File: src/mdu_cfg.svh
`ifndef MDU_CFG_SVH
`define MDU_CFG_SVH

// datapath width, also the HI and LO width
`define MDU_XLEN 32

// one restoring step per quotient bit
`define MDU_DIV_STEPS 32

`endif

File: src/mdu_pkg.sv
`default_nettype none

`include "mdu_cfg.svh"

package mdu_pkg;

	// one-hot opcode, all zeros is no operation
	typedef logic [7:0] mdu_op_t;

	localparam int unsigned OP_MULT  = 0;
	localparam int unsigned OP_MULTU = 1;
	localparam int unsigned OP_DIV   = 2;
	localparam int unsigned OP_DIVU  = 3;
	localparam int unsigned OP_MFHI  = 4;
	localparam int unsigned OP_MFLO  = 5;
	localparam int unsigned OP_MTHI  = 6;
	localparam int unsigned OP_MTLO  = 7;

	// product, or MTHI/MTLO operand in its half
	typedef struct packed {
		logic [`MDU_XLEN-1:0] hi;
		logic [`MDU_XLEN-1:0] lo;
	} mdu_mul_view_t;

	// packed the way the divider returns it
	typedef struct packed {
		logic [`MDU_XLEN-1:0] quo;
		logic [`MDU_XLEN-1:0] rem;
	} mdu_div_view_t;

	typedef union packed {
		mdu_mul_view_t mul;
		mdu_div_view_t div;
	} mdu_wide_u;

endpackage

`default_nettype wire

File: src/mdu_decode.sv
`default_nettype none

`include "mdu_cfg.svh"

module mdu_decode (
	input  wire                   clk,
	input  wire                   rst_n_i,
	input  wire                   stall_i,
	input  wire                   flush_i,
	input  wire                   hold_i,
	input  mdu_pkg::mdu_op_t      op_i,
	input  wire [`MDU_XLEN-1:0]   opr1_i,
	input  wire [`MDU_XLEN-1:0]   opr2_i,
	output logic                  valid_o,
	output mdu_pkg::mdu_op_t      op_o,
	output logic [1:0]            res_sign_o,
	output logic [`MDU_XLEN-1:0]  mag1_o,
	output logic [`MDU_XLEN-1:0]  mag2_o,
	output logic [`MDU_XLEN-1:0]  raw_o,
	output logic [`MDU_XLEN-1:0]  pp_ac_o,
	output logic [`MDU_XLEN-1:0]  pp_ad_o,
	output logic [`MDU_XLEN-1:0]  pp_cb_o,
	output logic [`MDU_XLEN-1:0]  pp_bd_o
);

	import mdu_pkg::*;

	localparam int XLEN = `MDU_XLEN;
	localparam int HALF = XLEN / 2;

	logic            is_signed;
	logic            neg1;
	logic            neg2;
	logic [XLEN-1:0] mag1;
	logic [XLEN-1:0] mag2;
	logic [1:0]      res_sign;
	logic            load;

	always_comb begin
		is_signed = op_i[OP_MULT] | op_i[OP_DIV];
		neg1 = is_signed & opr1_i[XLEN-1];
		neg2 = is_signed & opr2_i[XLEN-1];
		mag1 = neg1 ? -opr1_i : opr1_i;
		mag2 = neg2 ? -opr2_i : opr2_i;
		// [1] product or quotient sign, [0] remainder follows dividend
		res_sign[1] = neg1 ^ neg2;
		res_sign[0] = op_i[OP_DIV] & neg1;
	end

	assign load = ~stall_i & ~hold_i;

	always_ff @(posedge clk) begin
		if (!rst_n_i) begin
			valid_o <= 1'b0;
			op_o    <= '0;
		end else if (flush_i) begin
			valid_o <= 1'b0;
		end else if (load) begin
			valid_o <= |op_i;
			op_o    <= op_i;
		end
	end

	// operands split as {a,b} x {c,d}
	always_ff @(posedge clk) begin
		if (load) begin
			res_sign_o <= res_sign;
			mag1_o     <= mag1;
			mag2_o     <= mag2;
			raw_o      <= opr1_i;
			pp_ac_o    <= XLEN'(mag1[XLEN-1:HALF]) * XLEN'(mag2[XLEN-1:HALF]);
			pp_ad_o    <= XLEN'(mag1[XLEN-1:HALF]) * XLEN'(mag2[HALF-1:0]);
			pp_cb_o    <= XLEN'(mag2[XLEN-1:HALF]) * XLEN'(mag1[HALF-1:0]);
			pp_bd_o    <= XLEN'(mag1[HALF-1:0]) * XLEN'(mag2[HALF-1:0]);
		end
	end

endmodule

`default_nettype wire

File: src/mdu_execute.sv
`default_nettype none

`include "mdu_cfg.svh"

module mdu_execute (
	input  wire                   clk,
	input  wire                   rst_n_i,
	input  wire                   stall_i,
	input  wire                   flush_i,
	input  wire                   valid_i,
	input  mdu_pkg::mdu_op_t      op_i,
	input  wire [1:0]             res_sign_i,
	input  wire [`MDU_XLEN-1:0]   mag1_i,
	input  wire [`MDU_XLEN-1:0]   mag2_i,
	input  wire [`MDU_XLEN-1:0]   raw_i,
	input  wire [`MDU_XLEN-1:0]   pp_ac_i,
	input  wire [`MDU_XLEN-1:0]   pp_ad_i,
	input  wire [`MDU_XLEN-1:0]   pp_cb_i,
	input  wire [`MDU_XLEN-1:0]   pp_bd_i,
	input  wire                   div_done_i,
	input  mdu_pkg::mdu_wide_u    div_result_i,
	output logic                  busy_o,
	output logic                  div_start_o,
	output logic [`MDU_XLEN-1:0]  div_dividend_o,
	output logic [`MDU_XLEN-1:0]  div_divisor_o,
	output logic                  valid_o,
	output mdu_pkg::mdu_op_t      op_o,
	output mdu_pkg::mdu_wide_u    wide_o
);

	import mdu_pkg::*;

	localparam int XLEN = `MDU_XLEN;
	localparam int HALF = XLEN / 2;

	logic              is_div;
	logic [2*XLEN-1:0] mid;
	logic [2*XLEN-1:0] prod_mag;
	logic [2*XLEN-1:0] prod;
	mdu_wide_u         next_wide;
	mdu_wide_u         div_wide;

	logic              valid_q;
	logic              busy_q;
	logic              start_q;
	mdu_op_t           op_q;
	mdu_wide_u         wide_q;
	logic [1:0]        sign_q;
	logic [XLEN-1:0]   dividend_q;
	logic [XLEN-1:0]   divisor_q;

	assign is_div = op_i[OP_DIV] | op_i[OP_DIVU];

	// ac<<32 + (ad+cb)<<16 + bd
	always_comb begin
		mid = ({{XLEN{1'b0}}, pp_ad_i} + {{XLEN{1'b0}}, pp_cb_i}) << HALF;
		prod_mag = {pp_ac_i, pp_bd_i} + mid;
		prod = res_sign_i[1] ? -prod_mag : prod_mag;
	end

	always_comb begin
		next_wide = '0;
		if (op_i[OP_MULT] | op_i[OP_MULTU])
			next_wide = prod;
		else if (op_i[OP_MTHI])
			next_wide.mul.hi = raw_i;
		else if (op_i[OP_MTLO])
			next_wide.mul.lo = raw_i;
	end

	// unsigned divider result back to signed
	always_comb begin
		div_wide.div.quo = sign_q[1] ? -div_result_i.div.quo : div_result_i.div.quo;
		div_wide.div.rem = sign_q[0] ? -div_result_i.div.rem : div_result_i.div.rem;
	end

	always_ff @(posedge clk) begin
		if (!rst_n_i) begin
			valid_q <= 1'b0;
			busy_q  <= 1'b0;
			start_q <= 1'b0;
			op_q    <= '0;
		end else if (flush_i) begin
			valid_q <= 1'b0;
			busy_q  <= 1'b0;
			start_q <= 1'b0;
		end else if (!stall_i) begin
			start_q <= 1'b0;
			if (busy_q) begin
				if (div_done_i)
					busy_q <= 1'b0;
			end else begin
				op_q    <= op_i;
				valid_q <= valid_i & ~is_div;
				busy_q  <= valid_i & is_div;
				start_q <= valid_i & is_div;
			end
		end
	end

	// divide operands stay put while the divider runs
	always_ff @(posedge clk) begin
		if (!stall_i && !busy_q) begin
			wide_q     <= next_wide;
			sign_q     <= res_sign_i;
			dividend_q <= mag1_i;
			divisor_q  <= mag2_i;
		end
	end

	assign busy_o         = busy_q;
	assign div_start_o    = start_q;
	assign div_dividend_o = dividend_q;
	assign div_divisor_o  = divisor_q;
	assign op_o           = op_q;
	assign valid_o        = (valid_q | (busy_q & div_done_i)) & ~flush_i;
	assign wide_o         = busy_q ? div_wide : wide_q;

endmodule

`default_nettype wire

File: src/mdu_divider.sv
`default_nettype none

`include "mdu_cfg.svh"

module mdu_divider (
	input  wire                     clk,
	input  wire                     rst_n_i,
	input  wire                     stall_i,
	input  wire                     flush_i,
	input  wire                     start_i,
	input  wire [`MDU_XLEN-1:0]     dividend_i,
	input  wire [`MDU_XLEN-1:0]     divisor_i,
	output logic                    done_o,
	output logic [2*`MDU_XLEN-1:0]  result_o
);

	localparam int XLEN  = `MDU_XLEN;
	localparam int CNT_W = $clog2(`MDU_DIV_STEPS + 1);

	logic             run_q;
	logic             done_q;
	logic [CNT_W-1:0] cnt_q;
	logic [XLEN-1:0]  quo_q;
	logic [XLEN-1:0]  rem_q;
	logic [XLEN-1:0]  dvs_q;

	logic [XLEN:0]    shifted;
	logic [XLEN:0]    diff;
	logic             fits;

	// partial remainder with next dividend bit shifted in
	always_comb begin
		shifted = {rem_q, quo_q[XLEN-1]};
		diff    = shifted - {1'b0, dvs_q};
		fits    = shifted >= {1'b0, dvs_q};
	end

	always_ff @(posedge clk) begin
		if (!rst_n_i) begin
			run_q  <= 1'b0;
			done_q <= 1'b0;
			cnt_q  <= '0;
		end else if (flush_i) begin
			run_q  <= 1'b0;
			done_q <= 1'b0;
		end else if (!stall_i) begin
			done_q <= 1'b0;
			if (start_i) begin
				run_q <= 1'b1;
				cnt_q <= '0;
			end else if (run_q) begin
				cnt_q <= cnt_q + 1'b1;
				if (cnt_q == CNT_W'(`MDU_DIV_STEPS - 1)) begin
					run_q  <= 1'b0;
					done_q <= 1'b1;
				end
			end
		end
	end

	always_ff @(posedge clk) begin
		if (!stall_i) begin
			if (start_i) begin
				quo_q <= dividend_i;
				rem_q <= '0;
				dvs_q <= divisor_i;
			end else if (run_q) begin
				// restore on a failed subtract
				rem_q <= fits ? diff[XLEN-1:0] : shifted[XLEN-1:0];
				quo_q <= {quo_q[XLEN-2:0], fits};
			end
		end
	end

	assign done_o   = done_q;
	assign result_o = {quo_q, rem_q};

endmodule

`default_nettype wire

File: src/mdu_result.sv
`default_nettype none

`include "mdu_cfg.svh"

module mdu_result (
	input  wire                   clk,
	input  wire                   rst_n_i,
	input  wire                   stall_i,
	input  wire                   valid_i,
	input  mdu_pkg::mdu_op_t      op_i,
	input  mdu_pkg::mdu_wide_u    wide_i,
	output logic [`MDU_XLEN-1:0]  hi_o,
	output logic [`MDU_XLEN-1:0]  lo_o,
	output logic                  rd_valid_o,
	output logic [`MDU_XLEN-1:0]  rd_data_o
);

	import mdu_pkg::*;

	logic                 is_mul;
	logic                 is_div;
	logic                 is_mf;
	logic                 wr_hi;
	logic                 wr_lo;
	logic [`MDU_XLEN-1:0] hi_next;
	logic [`MDU_XLEN-1:0] lo_next;

	always_comb begin
		is_mul = op_i[OP_MULT] | op_i[OP_MULTU];
		is_div = op_i[OP_DIV] | op_i[OP_DIVU];
		is_mf  = op_i[OP_MFHI] | op_i[OP_MFLO];
		wr_hi  = valid_i & ~stall_i & (is_mul | is_div | op_i[OP_MTHI]);
		wr_lo  = valid_i & ~stall_i & (is_mul | is_div | op_i[OP_MTLO]);
		// HI takes the remainder, LO the quotient
		hi_next = is_div ? wide_i.div.rem : wide_i.mul.hi;
		lo_next = is_div ? wide_i.div.quo : wide_i.mul.lo;
	end

	always_ff @(posedge clk) begin
		if (!rst_n_i) begin
			hi_o       <= '0;
			lo_o       <= '0;
			rd_valid_o <= 1'b0;
		end else begin
			rd_valid_o <= valid_i & ~stall_i & is_mf;
			if (wr_hi)
				hi_o <= hi_next;
			if (wr_lo)
				lo_o <= lo_next;
		end
	end

	// MF reads the value written at the previous edge
	always_ff @(posedge clk) begin
		if (valid_i && !stall_i && is_mf)
			rd_data_o <= op_i[OP_MFHI] ? hi_o : lo_o;
	end

endmodule

`default_nettype wire

File: src/mdu_top.sv
`default_nettype none

`include "mdu_cfg.svh"

module mdu_top (
	input  wire                   clk,
	input  wire                   rst_n_i,
	input  mdu_pkg::mdu_op_t      op_i,
	input  wire [`MDU_XLEN-1:0]   opr1_i,
	input  wire [`MDU_XLEN-1:0]   opr2_i,
	input  wire                   stall_i,
	input  wire                   flush_i,
	output logic                  busy_o,
	output logic [`MDU_XLEN-1:0]  hi_o,
	output logic [`MDU_XLEN-1:0]  lo_o,
	output logic                  rd_valid_o,
	output logic [`MDU_XLEN-1:0]  rd_data_o
);

	import mdu_pkg::*;

	logic                   dec_valid;
	mdu_op_t                dec_op;
	logic [1:0]             dec_res_sign;
	logic [`MDU_XLEN-1:0]   dec_mag1;
	logic [`MDU_XLEN-1:0]   dec_mag2;
	logic [`MDU_XLEN-1:0]   dec_raw;
	logic [`MDU_XLEN-1:0]   dec_pp_ac;
	logic [`MDU_XLEN-1:0]   dec_pp_ad;
	logic [`MDU_XLEN-1:0]   dec_pp_cb;
	logic [`MDU_XLEN-1:0]   dec_pp_bd;

	logic                   div_start;
	logic [`MDU_XLEN-1:0]   div_dividend;
	logic [`MDU_XLEN-1:0]   div_divisor;
	logic                   div_done;
	logic [2*`MDU_XLEN-1:0] div_result;

	logic                   exe_valid;
	mdu_op_t                exe_op;
	mdu_wide_u              exe_wide;

	// decode holds while a divide is in flight
	mdu_decode u_decode (
		.clk        (clk),
		.rst_n_i    (rst_n_i),
		.stall_i    (stall_i),
		.flush_i    (flush_i),
		.hold_i     (busy_o),
		.op_i       (op_i),
		.opr1_i     (opr1_i),
		.opr2_i     (opr2_i),
		.valid_o    (dec_valid),
		.op_o       (dec_op),
		.res_sign_o (dec_res_sign),
		.mag1_o     (dec_mag1),
		.mag2_o     (dec_mag2),
		.raw_o      (dec_raw),
		.pp_ac_o    (dec_pp_ac),
		.pp_ad_o    (dec_pp_ad),
		.pp_cb_o    (dec_pp_cb),
		.pp_bd_o    (dec_pp_bd)
	);

	mdu_execute u_execute (
		.clk            (clk),
		.rst_n_i        (rst_n_i),
		.stall_i        (stall_i),
		.flush_i        (flush_i),
		.valid_i        (dec_valid),
		.op_i           (dec_op),
		.res_sign_i     (dec_res_sign),
		.mag1_i         (dec_mag1),
		.mag2_i         (dec_mag2),
		.raw_i          (dec_raw),
		.pp_ac_i        (dec_pp_ac),
		.pp_ad_i        (dec_pp_ad),
		.pp_cb_i        (dec_pp_cb),
		.pp_bd_i        (dec_pp_bd),
		.div_done_i     (div_done),
		.div_result_i   (div_result),
		.busy_o         (busy_o),
		.div_start_o    (div_start),
		.div_dividend_o (div_dividend),
		.div_divisor_o  (div_divisor),
		.valid_o        (exe_valid),
		.op_o           (exe_op),
		.wide_o         (exe_wide)
	);

	mdu_divider u_divider (
		.clk        (clk),
		.rst_n_i    (rst_n_i),
		.stall_i    (stall_i),
		.flush_i    (flush_i),
		.start_i    (div_start),
		.dividend_i (div_dividend),
		.divisor_i  (div_divisor),
		.done_o     (div_done),
		.result_o   (div_result)
	);

	mdu_result u_result (
		.clk        (clk),
		.rst_n_i    (rst_n_i),
		.stall_i    (stall_i),
		.valid_i    (exe_valid),
		.op_i       (exe_op),
		.wide_i     (exe_wide),
		.hi_o       (hi_o),
		.lo_o       (lo_o),
		.rd_valid_o (rd_valid_o),
		.rd_data_o  (rd_data_o)
	);

endmodule

`default_nettype wire

File: config.mk
export PLATFORM = sky130hd
export DESIGN_NAME = mdu_top
export DESIGN_NICKNAME = d
export VERILOG_FILES = /design/src/mdu_pkg.sv /design/src/mdu_decode.sv /design/src/mdu_execute.sv /design/src/mdu_divider.sv /design/src/mdu_result.sv /design/src/mdu_top.sv
export VERILOG_INCLUDE_DIRS = /design/src /design/src/src
export SDC_FILE = /design/constraint.sdc
export NUM_CORES = 2
export LEC_CHECK = 0
export BUFFER_PORTS_ARGS = -buffer_cell sky130_fd_sc_hd__buf_2
export CORE_MARGIN = 10
export CORE_UTILIZATION = 55
export DETAILED_ROUTE_END_ITERATION = 10
export GPL_ROUTABILITY_DRIVEN = 0
export PLACE_DENSITY = 0.7
export SETUP_SLACK_MARGIN = 0.02
export SLEW_MARGIN = 10
export SYNTH_ARGS = -nofsm -noshare
export SYNTH_HDL_FRONTEND = slang
export SYNTH_SLANG_ARGS = --single-unit
File: constraint.sdc
create_clock -name clk -period 45.7 [get_ports clk]
set_input_delay 9.14 -clock clk [delete_from_list [all_inputs] [get_ports clk]]
set_output_delay 9.14 -clock clk [all_outputs]
set_load 0.01 [all_outputs]
# --- Word-level counts from Yosys, hierarchy flattened ---
# Index checks and enable logic that the tools add are counted.
# Widths: inputs -> output; s select.
op_classes:
  n_reduce_logical: 14
  n_lt_le_gt_ge: 1
  mux: 28
  bitwise: 28
  multipliers: 4
  add_sub_neg: 9
  eq_ne: 1
op_table:
  columns: ["operator", "count"]
  rows:
  - ["$mux 32", 14]
  - ["$mux 64", 3]
  - ["$mul 16x16->32", 4]
  - ["$neg 32->32", 4]
  - ["$add 64x64->64", 1]
  - ["$neg 64->64", 1]
  - ["$add 32x32->33", 1]
  - ["$ge 33x32->1", 1]
  - ["$sub 32x32->32", 1]
  - ["$and 1x1->1", 12]
  - ["$mux 6", 2]
  - ["$or 1x1->1", 10]
  - ["$mux 1", 9]
  - ["$reduce_and 2->1", 4]
  - ["$reduce_or 8->1", 1]
  - ["$add 6x1->6 const B", 1]
  - ["$eq 6x5->1 const B", 1]
  - ["$reduce_and 3->1", 2]
  - ["$not 1->1", 5]
  - ["$logic_and 1x1->1", 3]
  - ["$logic_not 1->1", 2]
  - ["$reduce_bool 2->1", 1]
  - ["$reduce_or 2->1", 1]
  - ["$xor 1x1->1", 1]
word_totals:
  input_bits: 76
  ff_bits: 577
  elab_cells: 113

# --- Logic depth before layout (Yosys ltp) ---
logic_depth:
  depth_word: 5
  ltp_mapped: 37
  ltp_nobuf: 35

# --- By module ---
# Synthesis repeated with hierarchy kept, for this count alone.
unflattened:
  hier_cells: 6971
  hier_area_um2: 65131.2
modules_own_cells:
  columns: ["module", "cells_per_inst", "seq_area_each_um2", "area_per_inst_um2", "n_inst"]
  rows:
  - ["mdu_decode", 4443, 6936.7, 41461.0, 1]
  - ["mdu_execute", 1474, 4124.0, 12630.9, 1]
  - ["mdu_divider", 547, 3042.9, 5950.7, 1]
  - ["mdu_result", 507, 2262.2, 5088.6, 1]

# --- Worst setup path before layout ---
# Ideal clock, no wire load.
synth_path:
  path_type: "input to register"
  from: "input port stall_i"
  to: "register u_execute.start_q (netlist: u_execute.div_start_o)"
  arrival_time_ps: 25312
  path_buffers: 1
  slack_ps: 20265
  path_stages: 4
  path_cell_list: "clkbuf_1 -> nor2_1 -> nand3b_1 -> a21oi_1"
synth_rtl:
  columns: ["item", "line", "text"]
  rows:
  - ["start: declaration", "mdu_top.sv:11", "input wire stall_i,"]
  - ["end signal: assignment", "mdu_execute.sv:96", "start_q <= valid_i & is_div;"]
  - ["end: declaration", "mdu_execute.sv:45", "logic start_q;"]

# --- Final worst setup path ---
layout_path:
  from: "input port opr2_i[0]"
  to: "register u_decode.pp_cb_o[25] (data pin)"
layout_between:
  elab_chain_cells: 3
layout_lines:
  columns: ["item", "line", "text"]
  rows:
  - ["start: declaration", "mdu_top.sv:10", "input wire [`MDU_XLEN-1:0] opr2_i,"]
  - ["$neg 32->32", "mdu_decode.sv:44", "mag2 = neg2 ? -opr2_i : opr2_i;"]
  - ["$mux 32", "mdu_decode.sv:44", null]
  - ["$mul 16x16->32", "mdu_decode.sv:73", "pp_cb_o <= XLEN'(mag2[XLEN-1:HALF]) * XLEN'(mag1[HALF-1:0]);"]
  - ["end signal: assignment", "mdu_decode.sv:73", null]
  - ["end: declaration", "mdu_decode.sv:22", "output logic [`MDU_XLEN-1:0] pp_cb_o,"]
# No other way between the ends.
# A chain may end at the register's enable or synchronous reset.

==> impl_metrics.env <==
export IMPL_outcome="finished clean"
export IMPL_synth_warnings=0
export IMPL_synthAdderAreaFrac_pct=34.91
export IMPL_slew_headroom_pct=15.67
export IMPL_synthMuxAreaShare_pct=1.568
export IMPL_synth_xor_area_share_pct=5.258
export IMPL_stdcell_area_um2=68510
export IMPL_ys_flop_type="edfxtp_1"
export IMPL_initial_core_util_pct=55.34
export IMPL_ys_ff_latch=576
export IMPL_syn_cell_area_um2=63280
export IMPL_r2r_start="u_decode.pp_ad_o[0]"
export IMPL_cp_slowest_cell="inv_1"
export IMPL_finalMaxSlewViolations=0
export IMPL_layout_min_cycle_time_ns=19.35
export IMPL_wl_per_cell_um=23.38
export IMPL_crit_type="in -> reg"
export IMPL_cp_startpoint="opr2_i[0]"
export IMPL_postRouteAntennaNets=0
export IMPL_regToRegSetupSlack_ns=38.12
export IMPL_area_growth_pct=8.273
export IMPL_final_net_count=8282
export IMPL_post_route_cells_drive_above_1_share_pct=7.957
export IMPL_synth_avg_cell_area_um2=9.262
export IMPL_cts_made_buffers=68
export IMPL_grt_max_degree=161
export IMPL_ios=174
export IMPL_async_reset_ff_share_pct=0
export IMPL_fmax_ghz=0.05169
export IMPL_io_buffers=173
export IMPL_worstSkewPairLatency_ns=0.68
export IMPL_setup_viol=0
export IMPL_postPlaceCellArea_um2=66190
export IMPL_r2r_end="u_execute.wide_q[59]"
export IMPL_fp_dieArea_um2=129000
export IMPL_clkSinkCount=576
export IMPL_dp_cells=8350
export IMPL_cp_endpoint="u_decode.pp_cb_o[25]"
export IMPL_dpl_hpwl_um=152900
export IMPL_cp_top_family="adder cells"
export IMPL_layout_commonest_cell="inv_1"
export IMPL_overflow=0
export IMPL_cts_hold_buf=0
export IMPL_final_util_pct=59.92
export IMPL_grt_use_total_pct=30.56
export IMPL_die_w_um=359.2
export IMPL_fin_setup_tns_ns=0
export IMPL_hp_class="reg -> reg"
export IMPL_path_max_fanout=22
export IMPL_via_per_inst=5.932
export IMPL_fp_dieH_um=359.2
export IMPL_critPathLaunchType="input pin"
export IMPL_rsz0062_at_grt="no"
export IMPL_clk_pin_slew_ns=0.06
export IMPL_vias=50350
export IMPL_first_iter_violations=5795
export IMPL_crit_required_ns=46.12
export IMPL_coreArea_um2=114300
export IMPL_fin_cells=8488
export IMPL_cap_violations=0
export IMPL_r2r_cells=25
export IMPL_ys_seq_area_share_pct=25.86
export IMPL_syn_inst=6832
export IMPL_fin_skew_ns=0.04147
export IMPL_synthSimpleGateAreaFrac_pct=14.66
export IMPL_grt_pass1_wl_um=304900
export IMPL_worstMarginPinSlew_ns=1.264
export IMPL_core_rowCount=124
export IMPL_postSynthNetCount=8206
export IMPL_first_pass_iters=6
export IMPL_worstSetupEndpointType="flop"
export IMPL_largest_reg_flops=64
export IMPL_layout_common_cells="1054 x inv_1, 877 x nor2_1, 851 x nand2_1, 779 x fa_1, 519 x ha_1"
export IMPL_root_buffer="clkbuf_16"
export IMPL_finalCritPeriodShare_pct=42.34
export IMPL_ys_types=92
export IMPL_antenna_found_initial=16
export IMPL_cts_tree="built"
export IMPL_crit_arrival_ns=19.77
export IMPL_crit_top_cell="fa_1"
export IMPL_path_buf_inv=8
export IMPL_clockBufferDepth=3
export IMPL_max_stage_delay_ns=0.72
export IMPL_cts_setup_buffers=0
export IMPL_synth_compound_area_share_pct=9.614
export IMPL_largest_register="u_execute.wide_q"
export IMPL_route_detailed_drc=0
export IMPL_cts_resized=0
export IMPL_cp_num_cells=33
export IMPL_hold_violations=0
export IMPL_first_global_vias=50450
export IMPL_postRouteWirelength_um=198400
export IMPL_cts_max_level=3
export IMPL_synth_top_family_by_area="adder cells"
export IMPL_synth_edf_count=483
-- final cells by class --
class / count / area, um^2
Tap cell: 1512 / 1892
Clock inverter: 36 / 384.1
Multi-Input combinational cell: 4888 / 42080
Clock buffer: 88 / 1903
Antenna cell: 14 / 35.03
Inverter: 1078 / 4046
Fill cell: 9668 / 45830
Timing Repair Buffer: 296 / 1802
Sequential cell: 576 / 16370
-- worst min-delay path by stage --
stage | from | to | slack, ns | cells after the start
3_3_place_gp | u_decode.mag1_o[18] | u_execute.div_dividend_o[18] | 0.40 | 0
3_5_place_dp | u_execute.div_divisor_o[16] | u_divider.dvs_q[16] | 0.40 | 0
2_1_floorplan | u_execute.div_divisor_o[0] | u_divider.dvs_q[0] | 0.40 | 0
6_report | u_decode.mag1_o[10] | u_execute.div_dividend_o[10] | 0.42 | 0
5_1_grt | u_decode.mag1_o[1] | u_execute.div_dividend_o[1] | 0.42 | 0
4_1_cts | u_decode.mag1_o[1] | u_execute.div_dividend_o[1] | 0.42 | 0
-- metal layers --
| metal | GRT usage (%) | part of all wire [%] | up-vias |
|---|---|---|---|
| met5 | 0 | 0.020 | - |
| met4 | 17.61 | 6.9 | 6 |
| met3 | 8.863 | 12 | 662 |
| met2 | 46.37 | 43 | 2850 |
| met1 | 38.80 | 37 | 24450 |
| li1 | - | - | 22380 |
-- logic make-up (layout without fill, tap and decap cells) --
logic type,after synthesis,count (layout)
AND/OR/NAND/NOR,2175,2175
buffers and inverters,1368,1498
adder cells (fa/ha/maj),1298,1298
AO/OA/AOI/OAI,947,947
flip-flops,576,576
XOR/XNOR,379,379
multiplexers,89,89
other,0,14
-- metrics by stage --
stage	hold WS [ns]	setup slack, ns
global placement	0.4021	26.36
global route	0.4182	25.88
detailed placement	0.4045	25.96
CTS	0.4154	26.61
floorplan	0.4003	20.27
finish	0.4151	26.35
-- cells in the mapped netlist, types with 7 or more instances --
cell	instances	area, um^2
a211o_1	11	96.34
a211oi_1	60	450.4
a21o_1	102	765.7
a21oi_1	272	1361
a311oi_1	11	96.34
a31o_2	11	96.34
a31oi_1	21	131.4
and2_1	21	131.4
and3_1	26	162.7
and4_1	7	61.31
buf_1	16	60.06
clkbuf_1	272	1021
clkinv_1	19	71.32
dfxtp_1	93	1862
edfxtp_1	483	14500
fa_1	779	15590
ha_1	519	6494
inv_1	1054	3956
mux2_2	61	686.9
mux2i_1	26	260.3
nand2_1	851	3194
nand2b_1	30	187.7
nand3_1	65	325.3
nand4_1	33	206.5
nor2_1	881	3307
nor2b_1	25	156.4
nor3_1	113	565.5
nor3b_1	9	67.56
nor4_1	23	143.9
o2111ai_1	9	78.83
o211ai_1	24	180.2
o21a_1	27	202.7
o21ai_0	214	1071
o21ai_1	11	55.05
o21bai_1	28	210.2
o31a_1	10	87.58
o31ai_1	41	307.8
o41ai_1	17	148.9
or2_2	14	87.58
or3_1	23	143.9
or4_1	17	127.6
xnor2_1	206	1804
xor2_1	172	1506
Power is left out: the tool's default activity adds up to more than one toggle a clock period on the data nets, which glitch-free logic cannot reach.
